**src/systolic_mm_settings.svh**
```systemverilog
/*
 * Systolic matrix multiplier settings
 * Element width, accumulator width and mesh dimension shared by all blocks
 */

`ifndef SYSTOLIC_MM_SETTINGS_SVH
`define SYSTOLIC_MM_SETTINGS_SVH

// operand width of one matrix element
`define DWIDTH 8

// accumulators wrap modulo 2**ACC_WIDTH
`define ACC_WIDTH 20

// the mesh is MAT_MUL_SIZE by MAT_MUL_SIZE processing elements
`define MAT_MUL_SIZE 8

`endif

```
**src/systolic_types_pkg.sv**
```systemverilog
/*
 * Systolic datapath types
 * Elements, accumulators and the lane vectors that cross the mesh boundary
 */

`include "systolic_mm_settings.svh"

package systolic_types_pkg;

  // one unsigned matrix element
  typedef logic [`DWIDTH-1:0] elem_t;

  // one unsigned accumulator of the result matrix
  typedef logic [`ACC_WIDTH-1:0] acc_t;

  // one element per row or column lane, lane 0 in the low bits
  typedef elem_t [`MAT_MUL_SIZE-1:0] lane_vec_t;

  // whole result matrix, element (i,j) sits at index i*N+j
  typedef acc_t [`MAT_MUL_SIZE*`MAT_MUL_SIZE-1:0] result_vec_t;

endpackage
```
**src/operand_skew.sv**
```systemverilog
/*
 * Operand skew line
 * Delays lane i by i cycles and feeds zeros while no beat is valid
 */

`timescale 1ns/1ns

`include "systolic_mm_settings.svh"

module operand_skew import systolic_types_pkg::*; (
  input  logic      clk,
  input  logic      rst_n,
  input  logic      in_valid,
  input  lane_vec_t lanes_in,
  output lane_vec_t lanes_out
);

  lane_vec_t masked;

  assign masked = in_valid ? lanes_in : '0;

  // lane 0 enters the mesh in the same cycle as the beat
  assign lanes_out[0] = masked[0];

  for (genvar i = 1; i < `MAT_MUL_SIZE; i++) begin : g_lane
    elem_t dly [i];

    always_ff @(posedge clk or negedge rst_n) begin
      if (!rst_n) begin
        for (int s = 0; s < i; s++) begin
          dly[s] <= '0;
        end
      end else begin
        dly[0] <= masked[i];
        for (int s = 1; s < i; s++) begin
          dly[s] <= dly[s-1];
        end
      end
    end

    assign lanes_out[i] = dly[i-1];
  end

endmodule

```
**config.mk**
```make
export PLATFORM = sky130hd
export DESIGN_NAME = operand_skew
export DESIGN_NICKNAME = d
export VERILOG_FILES = /design/src/systolic_types_pkg.sv /design/src/operand_skew.sv
export VERILOG_INCLUDE_DIRS = /design/src
export SDC_FILE = /design/constraint.sdc
export NUM_CORES = 1
export LEC_CHECK = 0
export BUFFER_PORTS_ARGS = -buffer_cell sky130_fd_sc_hd__buf_2
export CAP_MARGIN = 30
export CORE_AREA = 3 3 110 138
export CTS_CLUSTER_DIAMETER = 50
export DETAILED_ROUTE_END_ITERATION = 8
export DIE_AREA = 0 0 113 141
export HOLD_SLACK_MARGIN = 0.15
export PLACE_DENSITY = 0.79
export SLEW_MARGIN = 30
export SYNTH_ARGS = -nofsm -noshare
export SYNTH_HDL_FRONTEND = slang
export SYNTH_SLANG_ARGS = --single-unit
```
**constraint.sdc**
```tcl
create_clock -name clk -period 0.8 [get_ports clk]
set_clock_uncertainty 0.2 [all_clocks]
set_input_delay 0 -clock clk [delete_from_list [all_inputs] [get_ports clk]]
set_output_delay 0 -clock clk [all_outputs]
set_load 0.05 [all_outputs]
```
==> Yosys cells after proc, flatten, opt, wreduce, memory -nomap -nowiden <==
Cells that the tools add are included.
W data, S select, Z words.
{ "classes": {"n_mux": 1} }
{ "ops": {"columns": ["cell", "n"], "rows": [
  ["$mux W64", 1]
]} }
{ "totals": {"out_inout_bits": 64, "regBits": 224, "input_bits": 67, "word_cells": 29} }

==> Depth between registers and ports, before layout <==
{ "depth": {"word_depth": 1, "ltp_mapped": 3, "ltp_nobuf": 1} }

==> Least setup slack after synthesis <==
Ideal clock, no wire load.
{ "synth_timing": {"kind": "register -> output", "startpoint": "register g_lane[1].dly[2] (netlist bit)", "endpoint": "output port lanes_out[10] (netlist bit)", "n_path_buf": 0, "path_slack_ns": 0.014, "arrival_ns": 0.586, "stages_incl_launch_ff": 1, "t_required_ns": 0.600, "path_cell_list": "dfrtp_1"} }
{ "synth_rtl": {"columns": ["element", "line", "source"], "rows": [
  ["from (decl)", "operand_skew.sv:26", "elem_t dly [i];"],
  ["from (signal, indexed assignment)", "operand_skew.sv:36", "dly[s] <= dly[s-1];"],
  ["to (decl)", "operand_skew.sv:15", "output lane_vec_t lanes_out"]
]} }
No word-level cell between the ends.

==> Final worst setup path <==
{ "layout_timing": {"startpoint": "register g_lane[3].dly, in the netlist lanes_out[27]", "endpoint": "output port lanes_out[27] (netlist bit)"} }
{ "layout_rtl": {"columns": ["element", "line"], "rows": [
  ["from (decl)", "operand_skew.sv:26"],
  ["from (signal, indexed assignment)", "operand_skew.sv:36"]
]} }
No word-level cell between the ends.

==> results_dict.tcl <==
set metrics [dict create \
    status "complete, but fails checks" \
    violations "hold timing, setup timing" \
    r2r_end "g_lane[5].dly[27]" \
    fp.dieH_um 141 \
    post-route-period-util_pct 157 \
    gp_congestion 0.712 \
    hold_ws_ns -0.346 \
    crit_path_cell_trace "buf_6" \
    tightest_slew_ns 0.880 \
    cts_tree "yes" \
    wl_um 10300 \
    grt_max_degree 56 \
    period_needed_ns 1.25 \
    timing.fmax_mhz 797 \
    yosysSeqAreaShare_pct 85.8 \
    syn_inst 350 \
    finish.utilization_pct 62.6 \
    endpoint_kind "primary output" \
    ys_types 4 \
    overflow 0 \
    ys_ff_latch 224 \
    rrSetupSlack_ns 0.09 \
    timing.reg2reg.worst_path_depth 0 \
    crit_type "reg -> out" \
    maxSlewHeadroom_pct 41.1 \
    finalWorstSetupSlack_ns -0.454 \
    cts_setup_buffers 0 \
    cp_num_buf_inv 1 \
    place_hpwl_um 5920 \
    clk_latency_ns 0.47 \
    io_buffer_count 130 \
    grt.total_usage_pct 13.9 \
    min_to "g_lane[1].dly[5]" \
    leakage_nw 4.39 \
    routed-via-count 2881 \
    ys_warn_count 0 \
    cts_buffers 21 \
    rsz0062_at_grt "true" \
    die_x_um 113 \
    finalSetupViolCount 280 \
    placementRows 48 \
    power.density_mw_per_mm2 2680 \
    via_per_inst 4.15 \
    crit_path_start_kind "flip-flop" \
    timing.rr.start "g_lane[5].dly[35]" \
    cts.path.max_buffers 3 \
    worst_ep_required_time_ns 0.60 \
    root_buffer "clkbuf_16" \
    power.total_w 0.0234 \
    grt_pass1_vias 3438 \
    hp-start "in_valid" \
    fillCellCount 949 \
    core_area_mm2 0.0139 \
    antenna_found_initial 1 \
    synth_nets 417 \
    cp_top_family "flip-flops" \
    h-tree-depth 1 \
    syn_avg_cell_area_um2 18.7 \
    drc 0 \
    slew_viol_final 0 \
    final_antenna_net_count 0 \
    start_util_pct 46.9 \
    area_growth_pct 33.5 \
    peakVddDrop_mv 1.89 \
    hold_violations 67 \
    hold_class "in -> reg" \
    wire_per_inst_um 14.8 \
    final_net_count 572 \
    pre_cts_ws_ns -0.127 \
    drt-initial-drc-count 92 \
    cts.sinks 224 \
    cp_slowest_stage_delay_ns 0.41 \
    critical-path-slowest-cell "dfrtp_1" \
    min_path_cells 2 \
    synth_area_mm2 0.00654 \
    pin_count 131 \
    grt_pass1_wl_um 17300 \
    dieArea_mm2 0.0159 \
    path_clk_slew_ns 0.06 \
    drive_gt1_share_pct 45.7 \
    path_max_fanout 1 \
    drv_cap 0 \
    drt-pass1-iter-count 3 \
    worstPathArrival_ns 1.05 \
]
## state kept, by name (all words and copies together), names as in the netlist
name and count:
g_lane.dly 176, lanes_out 48
## through the flow
step | cell area [um^2] | cells | TNS (ns)
finish | 8730 | 695 | -86.62
floorplan | 6540 | 350 | 0
detailed placement | 7090 | 600 | -5.01
global route | 8730 | 695 | -119.67
global placement | 7090 | 600 | -3.51
CTS | 8720 | 694 | -100.95
## how the worst max path moves through the flow
stage                          start       endpoint  slack, ns  depth (start not counted)
finish                 lanes_out[27]  lanes_out[27]      -0.45                          1
global route           lanes_out[27]  lanes_out[27]      -0.49                          1
CTS                    lanes_out[20]  lanes_out[20]      -0.45                          1
detailed placement          in_valid   lanes_out[3]      -0.13                          3
global placement            in_valid   lanes_out[0]      -0.09                          3
floorplan           g_lane[1].dly[2]  lanes_out[10]       0.01                          0
## power breakdown
group	internal (W)	switching (W)	total [W]
registers	0.0119	0.000195	0.0121
logic	0.000779	0.00106	0.00184
clock network	0.00564	0.00386	0.00950
total	0.0183	0.00511	0.0234
## logic make-up (layout without fill, tap and decap cells)
kind of cell	after synthesis	count (layout)	synth area share (%)
buf+inv	62	231	6.89
flops	224	224	85.8
other cells	0	1	0
simple gates	64	64	7.35
## routing by layer
metal,GRT usage [%],vias to the layer above,share of wire [%]
li1,-,1319,-
met1,15.4,1429,34
met2,25.1,110,56
met3,3.13,23,6.1
met4,6.71,0,3.8
met5,0,-,0
## synthesized netlist by cell type
cell        n  area share (%)
clkbuf_2    6            0.46
and2_2     64             7.4
dfrtp_1   224              86
buf_4      56             6.4
## cell type report
class                      count  area [um^2]  area share (%)
sequential                   224         5610            64.2
timing repair buffer         194         1730            19.9
clock buffer                  27          598            6.85
multi-input combinational     64          480            5.50
tap                          175          219            2.51
clock inverter                10         90.1            1.03
antenna                        1         2.50          0.0287
## cells in the final DEF, fill, tap and decap left out
cell	Yosys	routed
inv_8	0	1
buf_8	0	1
buf_6	0	57
and2_2	64	64
clkinvlp_4	0	2
diode_2	0	1
buf_4	56	7
clkbuf_8	0	5
buf_2	0	65
clkbuf_16	0	21
clkinv_2	0	5
clkbuf_1	0	1
dlygate4sd3_1	0	57
bufinv_16	0	1
clkinv_4	0	1
buf_12	0	6
dfrtp_1	224	224
clkbuf_4	0	1
## what timing repair did
action	in CTS	in global routing
setup endpoints to repair	64	283
endpoints found under the hold margin	297	280
hold buffers	57	1
cloned	0	0
resized for setup	118	4
Note: power is estimated with default switching activity, not from simulation.
