**src/systolic_mm_settings.svh**
```systemverilog
/*
 * Systolic matrix multiplier settings
 * Element width, accumulator width and mesh dimension shared by all blocks
 */

`ifndef SYSTOLIC_MM_SETTINGS_SVH
`define SYSTOLIC_MM_SETTINGS_SVH

// operand width of one matrix element
`define DWIDTH 8

// accumulators wrap modulo 2**ACC_WIDTH
`define ACC_WIDTH 20

// the mesh is MAT_MUL_SIZE by MAT_MUL_SIZE processing elements
`define MAT_MUL_SIZE 8

`endif

```
**src/matmul_ctrl_pkg.sv**
```systemverilog
/*
 * Matrix multiplier controller types
 * FSM state encoding and the job cycle counter
 */

`include "systolic_mm_settings.svh"

package matmul_ctrl_pkg;

  typedef enum logic [1:0] {
    IDLE  = 2'd0,
    LOAD  = 2'd1,
    DRAIN = 2'd2
  } ctrl_state_t;

  // counts cycles since the accepted start, must reach 3N-2
  typedef logic [$clog2(3*`MAT_MUL_SIZE)-1:0] cnt_t;

endpackage

```
**src/matmul_ctrl.sv**
```systemverilog
/*
 * Matrix multiply job controller
 * Accepts start, clears the mesh and pulses done when C is complete
 */

`timescale 1ns/1ns

`include "systolic_mm_settings.svh"

module matmul_ctrl import matmul_ctrl_pkg::*; (
  input  logic clk,
  input  logic rst_n,
  input  logic start,
  input  logic in_valid,
  output logic clear,
  output logic busy,
  output logic done
);

  // the start cycle carries beat 0, so LOAD covers beats 1 to N-1
  localparam cnt_t LOAD_LAST = cnt_t'(`MAT_MUL_SIZE - 1);
  // last product lands at the end of cycle 3N-3, C is valid in 3N-2
  localparam cnt_t DONE_CNT  = cnt_t'(3 * `MAT_MUL_SIZE - 2);
  localparam cnt_t DONE_PRE  = cnt_t'(3 * `MAT_MUL_SIZE - 3);

  ctrl_state_t state;
  cnt_t        cnt;
  logic        accept;

  assign accept = start && (state == IDLE);
  assign clear  = accept;
  assign busy   = (state != IDLE) || start;

  always_ff @(posedge clk or negedge rst_n) begin
    if (!rst_n) begin
      state <= IDLE;
      cnt   <= '0;
      done  <= 1'b0;
    end else begin
      done <= (state == DRAIN) && (cnt == DONE_PRE);
      case (state)
        IDLE: begin
          if (accept) begin
            state <= LOAD;
            cnt   <= cnt_t'(1);
          end
        end
        LOAD: begin
          cnt <= cnt + cnt_t'(1);
          if (cnt == LOAD_LAST) begin
            state <= DRAIN;
          end
        end
        DRAIN: begin
          if (cnt == DONE_CNT) begin
            state <= IDLE;
            cnt   <= '0;
          end else begin
            cnt <= cnt + cnt_t'(1);
          end
        end
        default: state <= IDLE;
      endcase
    end
  end

  // the caller has to keep the beats coming for the whole load window
  a_load_beats: assert property (
    @(posedge clk) disable iff (!rst_n) (state == LOAD) |-> in_valid
  );

  // a stray beat outside a job would leak into the next sums
  a_no_idle_beat: assert property (
    @(posedge clk) disable iff (!rst_n) (state == IDLE && !start) |-> !in_valid
  );

  a_done_single: assert property (
    @(posedge clk) disable iff (!rst_n) done |=> !done
  );

endmodule

```
**config.mk**
```make
export PLATFORM = sky130hd
export DESIGN_NAME = matmul_ctrl
export DESIGN_NICKNAME = d
export VERILOG_FILES = /design/src/matmul_ctrl_pkg.sv /design/src/matmul_ctrl.sv
export VERILOG_INCLUDE_DIRS = /design/src
export SDC_FILE = /design/constraint.sdc
export NUM_CORES = 1
export LEC_CHECK = 0
export BUFFER_PORTS_ARGS = -buffer_cell sky130_fd_sc_hd__buf_2
export CELL_PAD_IN_SITES_DETAIL_PLACEMENT = 0
export CELL_PAD_IN_SITES_GLOBAL_PLACEMENT = 1
export CORE_UTILIZATION = 38
export DETAILED_ROUTE_END_ITERATION = 10
export PLACE_DENSITY_LB_ADDON = 0.1
export SYNTH_ARGS = -nofsm -noshare
export SYNTH_HDL_FRONTEND = slang
export SYNTH_SLANG_ARGS = --single-unit
```
**constraint.sdc**
```tcl
create_clock -name clk -period 1.4 [get_ports clk]
set_input_delay 0.21 -clock clk [delete_from_list [all_inputs] [get_ports clk]]
set_output_delay 0.21 -clock clk [all_outputs]
set_load 0.1 [all_outputs]
```
# Word-level counts from Yosys, hierarchy flattened
# Cells that the tools add are included.
# totals
reg_bits,8
in_bits,4
output_inout_bits,3
word_cells,27
# classes
n_addsub,1
eq_ne,8
n_mux,7
n_reduce_logical,8
# ops
operator,count
5-bit case mux with 3 select lines,1
"5-bit == test, second input constant",2
5-bit two-way mux,2
2-bit two-way mux,3
2-bit case mux with 3 select lines,1
"5-bit by 1-bit adder with 5-bit output, second input constant",1
"5-bit by 3-bit == test with 1-bit output, second input constant",1
"2-bit inequality test, second input constant",2
3-bit AND reduction,1
3-bit nonzero test,1
"2-bit by 1-bit == test with 1-bit output, second input constant",1
"2-bit == test, second input constant",1
1-bit logical AND,2
2-bit logical NOT,1
"2-bit by 1-bit inequality test with 1-bit output, second input constant",1
2-bit AND reduction,1
2-bit nonzero test,1
1-bit logical OR,1

# Longest topological paths before layout
# Gate-level depths: netlist (run 1).
# depth
word_depth,4
ltp_mapped,7

# Least setup slack after synthesis (run 1)
# OpenSTA, ideal clock, no wires.
# synth_path
path_kind,reg2reg
start,register state[0]
end,register cnt[1]
t_arrival_ps,2072
setup_slack_ps,-755
path_stages_with_launch,8
cell_sequence,dfrtp_1 -> inv_1 -> ha_1 -> nor2b_1 -> inv_1 -> nand2b_1 -> or3_1 -> o21ai_0
# synth_via
elab_chain_len,4
# synth_lines
item,line_no,text
"start, declared",matmul_ctrl.sv:26,ctrl_state_t state;
"start signal, assigned",matmul_ctrl.sv:36,state <= IDLE;
"start signal, assigned",matmul_ctrl.sv:44,state <= LOAD;
"start signal, assigned",matmul_ctrl.sv:51,state <= DRAIN;
2-bit logical NOT,"matmul_ctrl.sv:30, matmul_ctrl.sv:41",
1-bit logical AND,matmul_ctrl.sv:30,assign accept = start && (state == IDLE);
2-bit inequality test (no line),n/a,
2-bit AND reduction (no line),n/a,
"end signal, assigned",matmul_ctrl.sv:45,cnt <= cnt_t'(1);
"end signal, assigned",matmul_ctrl.sv:49,cnt <= cnt + cnt_t'(1);
"end signal, assigned",matmul_ctrl.sv:59,cnt <= cnt + cnt_t'(1);
"end, declared",matmul_ctrl.sv:27,cnt_t cnt;
# Parallel ways exist; a longest one is shown, timed or not.
# A chain may end at the register's enable or synchronous reset.

# Final worst setup path (run 1)
# layout_path
start,register state[0]
end,output port busy
# layout_via
elab_chain_len,2
# layout_lines
item,line_no,text
2-bit nonzero test,matmul_ctrl.sv:32,assign busy = (state != IDLE) || start;
1-bit logical OR,matmul_ctrl.sv:32,
"end, declared",matmul_ctrl.sv:16,"output logic busy,"
# No other way between the ends.

==> run summary, run 1 <==
clock buffer depth - 2
startpoint types - register
Initial Util - 42.3%
Post-Syn Nets - 66
Synth Instances - 54
Least-Margin Pin Slew - 483 ps
Final Non-Filler Cells - 106
#FFs+latches synth - 8
Mean Syn Cell Area - 10.4 um^2
Flop pwr share - 19.5%
Simple-Gate Fraction of Synth Area - 20.2%
Setup CP Type - register to output pin
clock transition at the registers of the reported paths - 60 ps
Sw Pwr - 0.685 mW
outcome - finished, violations left
Period minus WS final - 1550 ps
Yosys Warn Count - 0
Routed Antenna Nets - 0
Pint - 0.975 mW
initial antenna violation count - 0
number of buffers created by CTS - 3
worst-path cell chain - inv_2 -> ha_4 -> nor2b_4 -> clkinvlp_4 -> buf_12
HPWL after DPL - 942 um
RSZ-0062 raised after global routing - true
final core occ - 76.8%
CTS tree - built
die height - 40.5 um
Slowest-stage cell, CP - dfrtp_1
DRC violations left - 0
crit path DAT - 1340 ps
final WL - 1500 um
worst-skew pair later-pin latency - 270 ps
violated checks - negative setup slack
H-tree Lvls - 1
pre-CTS worst setup slack - -163 ps
Nets - 105
Max Cap Viol - 0
Die ar. - 1640 um^2
Setup violations, final - 7
global route overflow - 0
Synth Area in Compound Gates - 23.3%
most frequent cells in the layout - buf_4, dfrtp_1, ha_4, nand2_1
RD Place Congestion - 0.723
global-route wire length before repair - 2380 um
leakage power - 0.485 nW
crit path max fanout - 2
post-synthesis sequential area ratio - 35.5%
final worst path period share - 111%
switching share of power - 41.3%
slew margin rel. - 68.0%
worst vdd ir - 0.000775 V
Antenna diodes - 0
Syn-to-layout area delta - 81.6%
largest net degree at the start of global routing - 9
Synth Area in Adders - 17.7%
Inst Count DP - 90
first drt pass iteration count - 3
worst hold path class - input port to asynchronous set/reset pin
vias in the first global route - 528
Overall Global Routing Usage - 23.6%
total number of vias - 540
Tot Pwr - 1.66 mW
wire per inst - 14.1 um
Final Hold Viols - 0
leading cell type in the layout, fill and taps excluded - buf_4
clock tree root driver cell - clkbuf_4
Clock Sinks - 8
Comb power frac - 69.2%
Placed Area - 791 um^2
largest family of logic cells by synthesized area - compound AO/OA/AOI/OAI gates
io pins - 7
power density over the cells - 1620 nW/um^2
Port Buf Inserts - 5
critical path required time - 1190 ps
mux cell area share after synthesis - 0%
mapped cell area - 564 um^2
Setup TNS - -581 ps
vias per cell - 5.09
max incr delay on CP - 400 ps
Clk network pwr share - 11.3%
DR iter-0 viols - 5
Core Region - 1330 um^2
row count - 13
Die Wd - 40.5 um
final instance area - 1020 um^2
Final WS setup - -149 ps
hold slack - 318 ps
Critical Path End Type - output pin
Post-Synth XOR/XNOR Area - 0%
f_max - 0.646 GHz
final-report max-slew violation count - 0
Setup Skew - 3.31 ps
Unique masters post-synth - 24
layout cells sized above 1 - 64.8%
## cells in the mapped netlist (all sizes together)
master | n | area share (%)
dfrtp | 8 | 35
ha | 8 | 18
inv | 5 | 3.3
nand2 | 4 | 2.7
o21ai | 3 | 2.7
a21oi | 2 | 1.8
a2bb2oi | 2 | 3.1
and2 | 2 | 2.2
nand3 | 2 | 1.8
nand3b | 2 | 2.7
nor2 | 2 | 1.3
o41ai | 2 | 3.1
a211o | 1 | 1.8
a211oi | 1 | 1.3
a21boi | 1 | 1.3
a221oi | 1 | 1.6
a31oi | 1 | 3.8
nand2b | 1 | 1.1
nand4b | 1 | 4.2
nand4bb | 1 | 2.0
nor2b | 1 | 1.1
o211ai | 1 | 1.3
o2bb2ai | 1 | 1.6
or3 | 1 | 1.1
## final timing paths
path,from,to,slack (ps),cells past startpoint
setup / recovery,state[0],busy,-150,5
hold / removal,rst_n,cnt[0],320,2
setup reg to reg,state[1],cnt[3],-120,7
hold reg to reg,cnt[3],cnt[3],650,2
max in group asynchronous,rst_n,cnt[4],910,2
min in group clk,start,state[1],530,5
## timing repair
| item | in CTS | in global routing |
|---|---|---|
| endpoints found under the hold margin | 8 | 0 |
| endpoints found under the setup margin | 8 | 9 |
| resized for setup | 20 | 3 |
| hold buffers | 1 | 0 |
| setup buffers | 11 | 1 |
| pin swaps | 7 | 4 |
## logic make-up after synthesis
group	Yosys count
compound gates	16
fa+ha+maj	8
buf+inv	5
flops	8
simple gates	17
## critical path: cells and delay by family, from the launching register on
family                   cells  cell delay, ps
flip-flops                   1             400
adder cells (fa/ha/maj)      1             120
buffers and inverters        3             390
AND/OR/NAND/NOR              1             160
## state kept, by name (all words and copies together) (netlist names)
signal,flops
done,1
state,2
cnt,5
## power by group through the flow
| stage | clock network [mW] | registers, mW | logic (mW) |
|---|---|---|---|
| finish | 0.187 | 0.324 | 1.15 |
| global route | 0.204 | 0.332 | 1.26 |
| CTS | 0.189 | 0.322 | 1.09 |
| detailed placement | 0 | 0.320 | 0.832 |
| global placement | 0 | 0.316 | 0.810 |
| floorplan | 0 | 0.330 | 0.492 |
## cell type report
cell class	instances	area, um^2
fill	87	309
multi-input combinational	41	474
clock buffer	3	22.5
inverter	5	22.5
sequential	8	200
timing repair buffer	34	287
tap	15	18.8
## routing by layer
layer  vias to the layer above  part of all wire, %  wire length (um)  global-route usage (%)
met2                         9                   48               715                    36.9
met3                         4                  3.7                55                    8.33
li1                        271                    -                 -                       -
met4                         0                  1.3                19                    10.0
met1                       256                   47               708                    28.9
met5                         -                    0                 0                       0
No activity file was read; power rests on OpenSTA's default activity.
==> inputs of run 2 (changes only) <==
--- a/config.mk
+++ b/config.mk
@@ -6,10 +6,11 @@
 export SDC_FILE = /design/constraint.sdc
 export NUM_CORES = 1
 export LEC_CHECK = 0
+export ABC_AREA = 1
 export BUFFER_PORTS_ARGS = -buffer_cell sky130_fd_sc_hd__buf_2
 export CELL_PAD_IN_SITES_DETAIL_PLACEMENT = 0
 export CELL_PAD_IN_SITES_GLOBAL_PLACEMENT = 1
-export CORE_UTILIZATION = 38
+export CORE_UTILIZATION = 36
 export DETAILED_ROUTE_END_ITERATION = 10
 export PLACE_DENSITY_LB_ADDON = 0.1
 export SYNTH_ARGS = -nofsm -noshare
==> run 2 against run 1 <==
The flow still finishes with violations (negative setup slack). Sequential share of layout area grew 6.0 points. Global-route usage fell by 8.6 points. Fmax increased by 8.7%. Critical path type unchanged. Critical endpoint is now clear.
==> run summary, run 2 <==
Initial Util - 39.3%
row count - 14
Overall Global Routing Usage - 15.0%
Final WS setup - -24.3 ps
Top FF cell, synth - dfrtp_1
Post-synth EDFFs - 0
Syn-to-layout area delta - 29.3%
Period minus WS final - 1420 ps
largest net degree at the start of global routing - 9
Setup Skew - 3.65 ps
Synth area leaders - dfrtp_1, ha_1, nand2_1
pre-CTS worst setup slack - 66.0 ps
Setup violations, final - 1
Filler Cells Inserted - 147
clock transition at the registers of the reported paths - 60 ps
power density over the cells - 2090 nW/um^2
Clk network pwr share - 11.3%
crit path DAT - 1210 ps
io pins - 7
Final Hold Viols - 0
initial antenna violation count - 0
HPWL after DPL - 834 um
final worst path period share - 102%
Critical Path End Type - output pin
worst vdd ir - 0.00107 V
mapped cell area - 606 um^2
worst hold path class - input port to asynchronous set/reset pin
Setup TNS - -24.3 ps
Top reg by flops - cnt
Die ar. - 1850 um^2
final-report max-slew violation count - 0
RD Place Congestion - 0.759
Pint - 0.832 mW
Max Cap Viol - 0
clock buffer depth - 2
Yosys Warn Count - 0
global-route wire length before repair - 2010 um
f_max - 0.702 GHz
number of buffers created by CTS - 3
clock tree root driver cell - clkbuf_4
CTS tree - built
Mean Syn Cell Area - 7.86 um^2
critical path required time - 1190 ps
global route overflow - 0
final instance area - 783 um^2
H-tree Lvls - 1
Sw Pwr - 0.808 mW
top cells by instance count after synthesis - nand2_1, inv_1, dfrtp_1, ha_1, nand3_1
#FFs+latches synth - 8
first drt pass iteration count - 4
vias in the first global route - 444
Unique masters post-synth - 17
wire per inst - 10.3 um
top-count cell post-synth - nand2_1
Clock Sinks - 8
most frequent cells in the layout - nand2_1, dfrtp_1, inv_2, ha_1
vias per cell - 4.56
Comb power frac - 66.7%
Synth top area share - 33.1%
DR iter-0 viols - 15
Post-synth ARST share - 100%
post-synthesis sequential area ratio - 33.1%
crit path max fanout - 2
Die Wd - 43.0 um
die height - 43.0 um
Setup CP Type - register to output pin
Port Buf Inserts - 5
final WL - 1100 um
Routed Antenna Nets - 0
outcome - finished, violations left
DRC violations left - 0
Largest register FFs - 5
leading cell type in the layout, fill and taps excluded - nand2_1
Nets - 105
startpoint types - register
switching share of power - 49.3%
Synth Instances - 77
Antenna diodes - 0
Flop pwr share - 22.0%
Largest regs - cnt: 5 flops, state: 2 flops, done: 1 flops
Post-Syn Nets - 89
Least-Margin Pin Slew - 483 ps
slew margin rel. - 68.0%
RSZ-0062 raised after global routing - true
layout cells sized above 1 - 38.5%
leakage power - 0.384 nW
total number of vias - 488
Yosys top cell by area - dfrtp_1
Core Region - 1540 um^2
Tot Pwr - 1.64 mW
violated checks - negative setup slack
worst-skew pair later-pin latency - 260 ps
Placed Area - 696 um^2
==> run 2: cell count changes after synthesis, moves of 3 or more <==
cell     previous run  this run
inv_2               0         3
nand2_4             0         3
nand2_2             0         4
inv_1               5        11
nand2_1             4        20
o21ai_0             3         0
nand3_1             2         6
==> run 2: cell families (layout without fill, tap and decap cells) <==
family	Yosys count	in the layout	synth area share, %
compound gates	5	5	4.75
flops	8	8	33.1
buf+inv	15	29	10.1
fa+ha+maj	8	8	16.5
simple gates	40	40	34.1
xor+xnor	1	1	1.45
==> run 2: stage by stage <==
step           instances  hold WS [ps]  util, %
6_report             107           324     50.8
5_1_grt              107           329     50.8
4_1_cts              105           330     49.8
3_5_place_dp          98          68.9     45.1
3_3_place_gp          98          65.0     45.1
2_1_floorplan         77         -85.6        -
==> run 2: final timing paths <==
kind	depth (start not counted)	startpoint	slack [ps]	end
worst max-delay path	5	state[1]	-20	clear
max in group asynchronous	2	rst_n	900	cnt[1]
min in group clk	6	start	440	cnt[3]
worst min register to register	2	cnt[1]	570	cnt[1]
worst min-delay path	2	rst_n	320	done
worst max register to register	8	state[0]	130	cnt[0]
==> run 2: layout make-up <==
type	instances	area (um^2)	share of cell area (%)
clock buffer	3	22.5	2.88
sequential	8	200	25.6
multi-input combinational	54	373	47.6
inverter	15	65.1	8.31
timing repair buffer	11	103	13.1
tap	16	20.0	2.56
==> run 2: layer usage <==
metal | up-vias | GRT usage, % | wire, um
met5 | - | 0 | 0
met4 | 0 | 5.45 | 14
met3 | 2 | 5.11 | 45
met2 | 9 | 21.2 | 442
met1 | 212 | 21.2 | 596
li1 | 265 | - | -
==> run 2: critical path, stage by stage (launching register included) <==
cell and delay, ps:
dfrtp_1 390, inv_2 90, ha_4 180, nand2_4 50, clkinvlp_4 70, buf_12 160
==> run 2: what timing repair did <==
action	4_1_cts	5_1_grt
pin swaps	2	1
endpoints found under the setup margin	2	5
hold buffers	1	0
gates resized for setup	5	2
setup buffers	3	2
endpoints found under the hold margin	8	0
==> run 2: power groups by stage <==
stage	Clock, mW	Sequential, mW	Combinational [mW]
floorplan	0	0.356	0.739
global placement	0	0.371	0.952
detailed placement	0	0.371	0.941
CTS	0.191	0.357	1.07
global route	0.204	0.372	1.23
finish	0.186	0.360	1.09
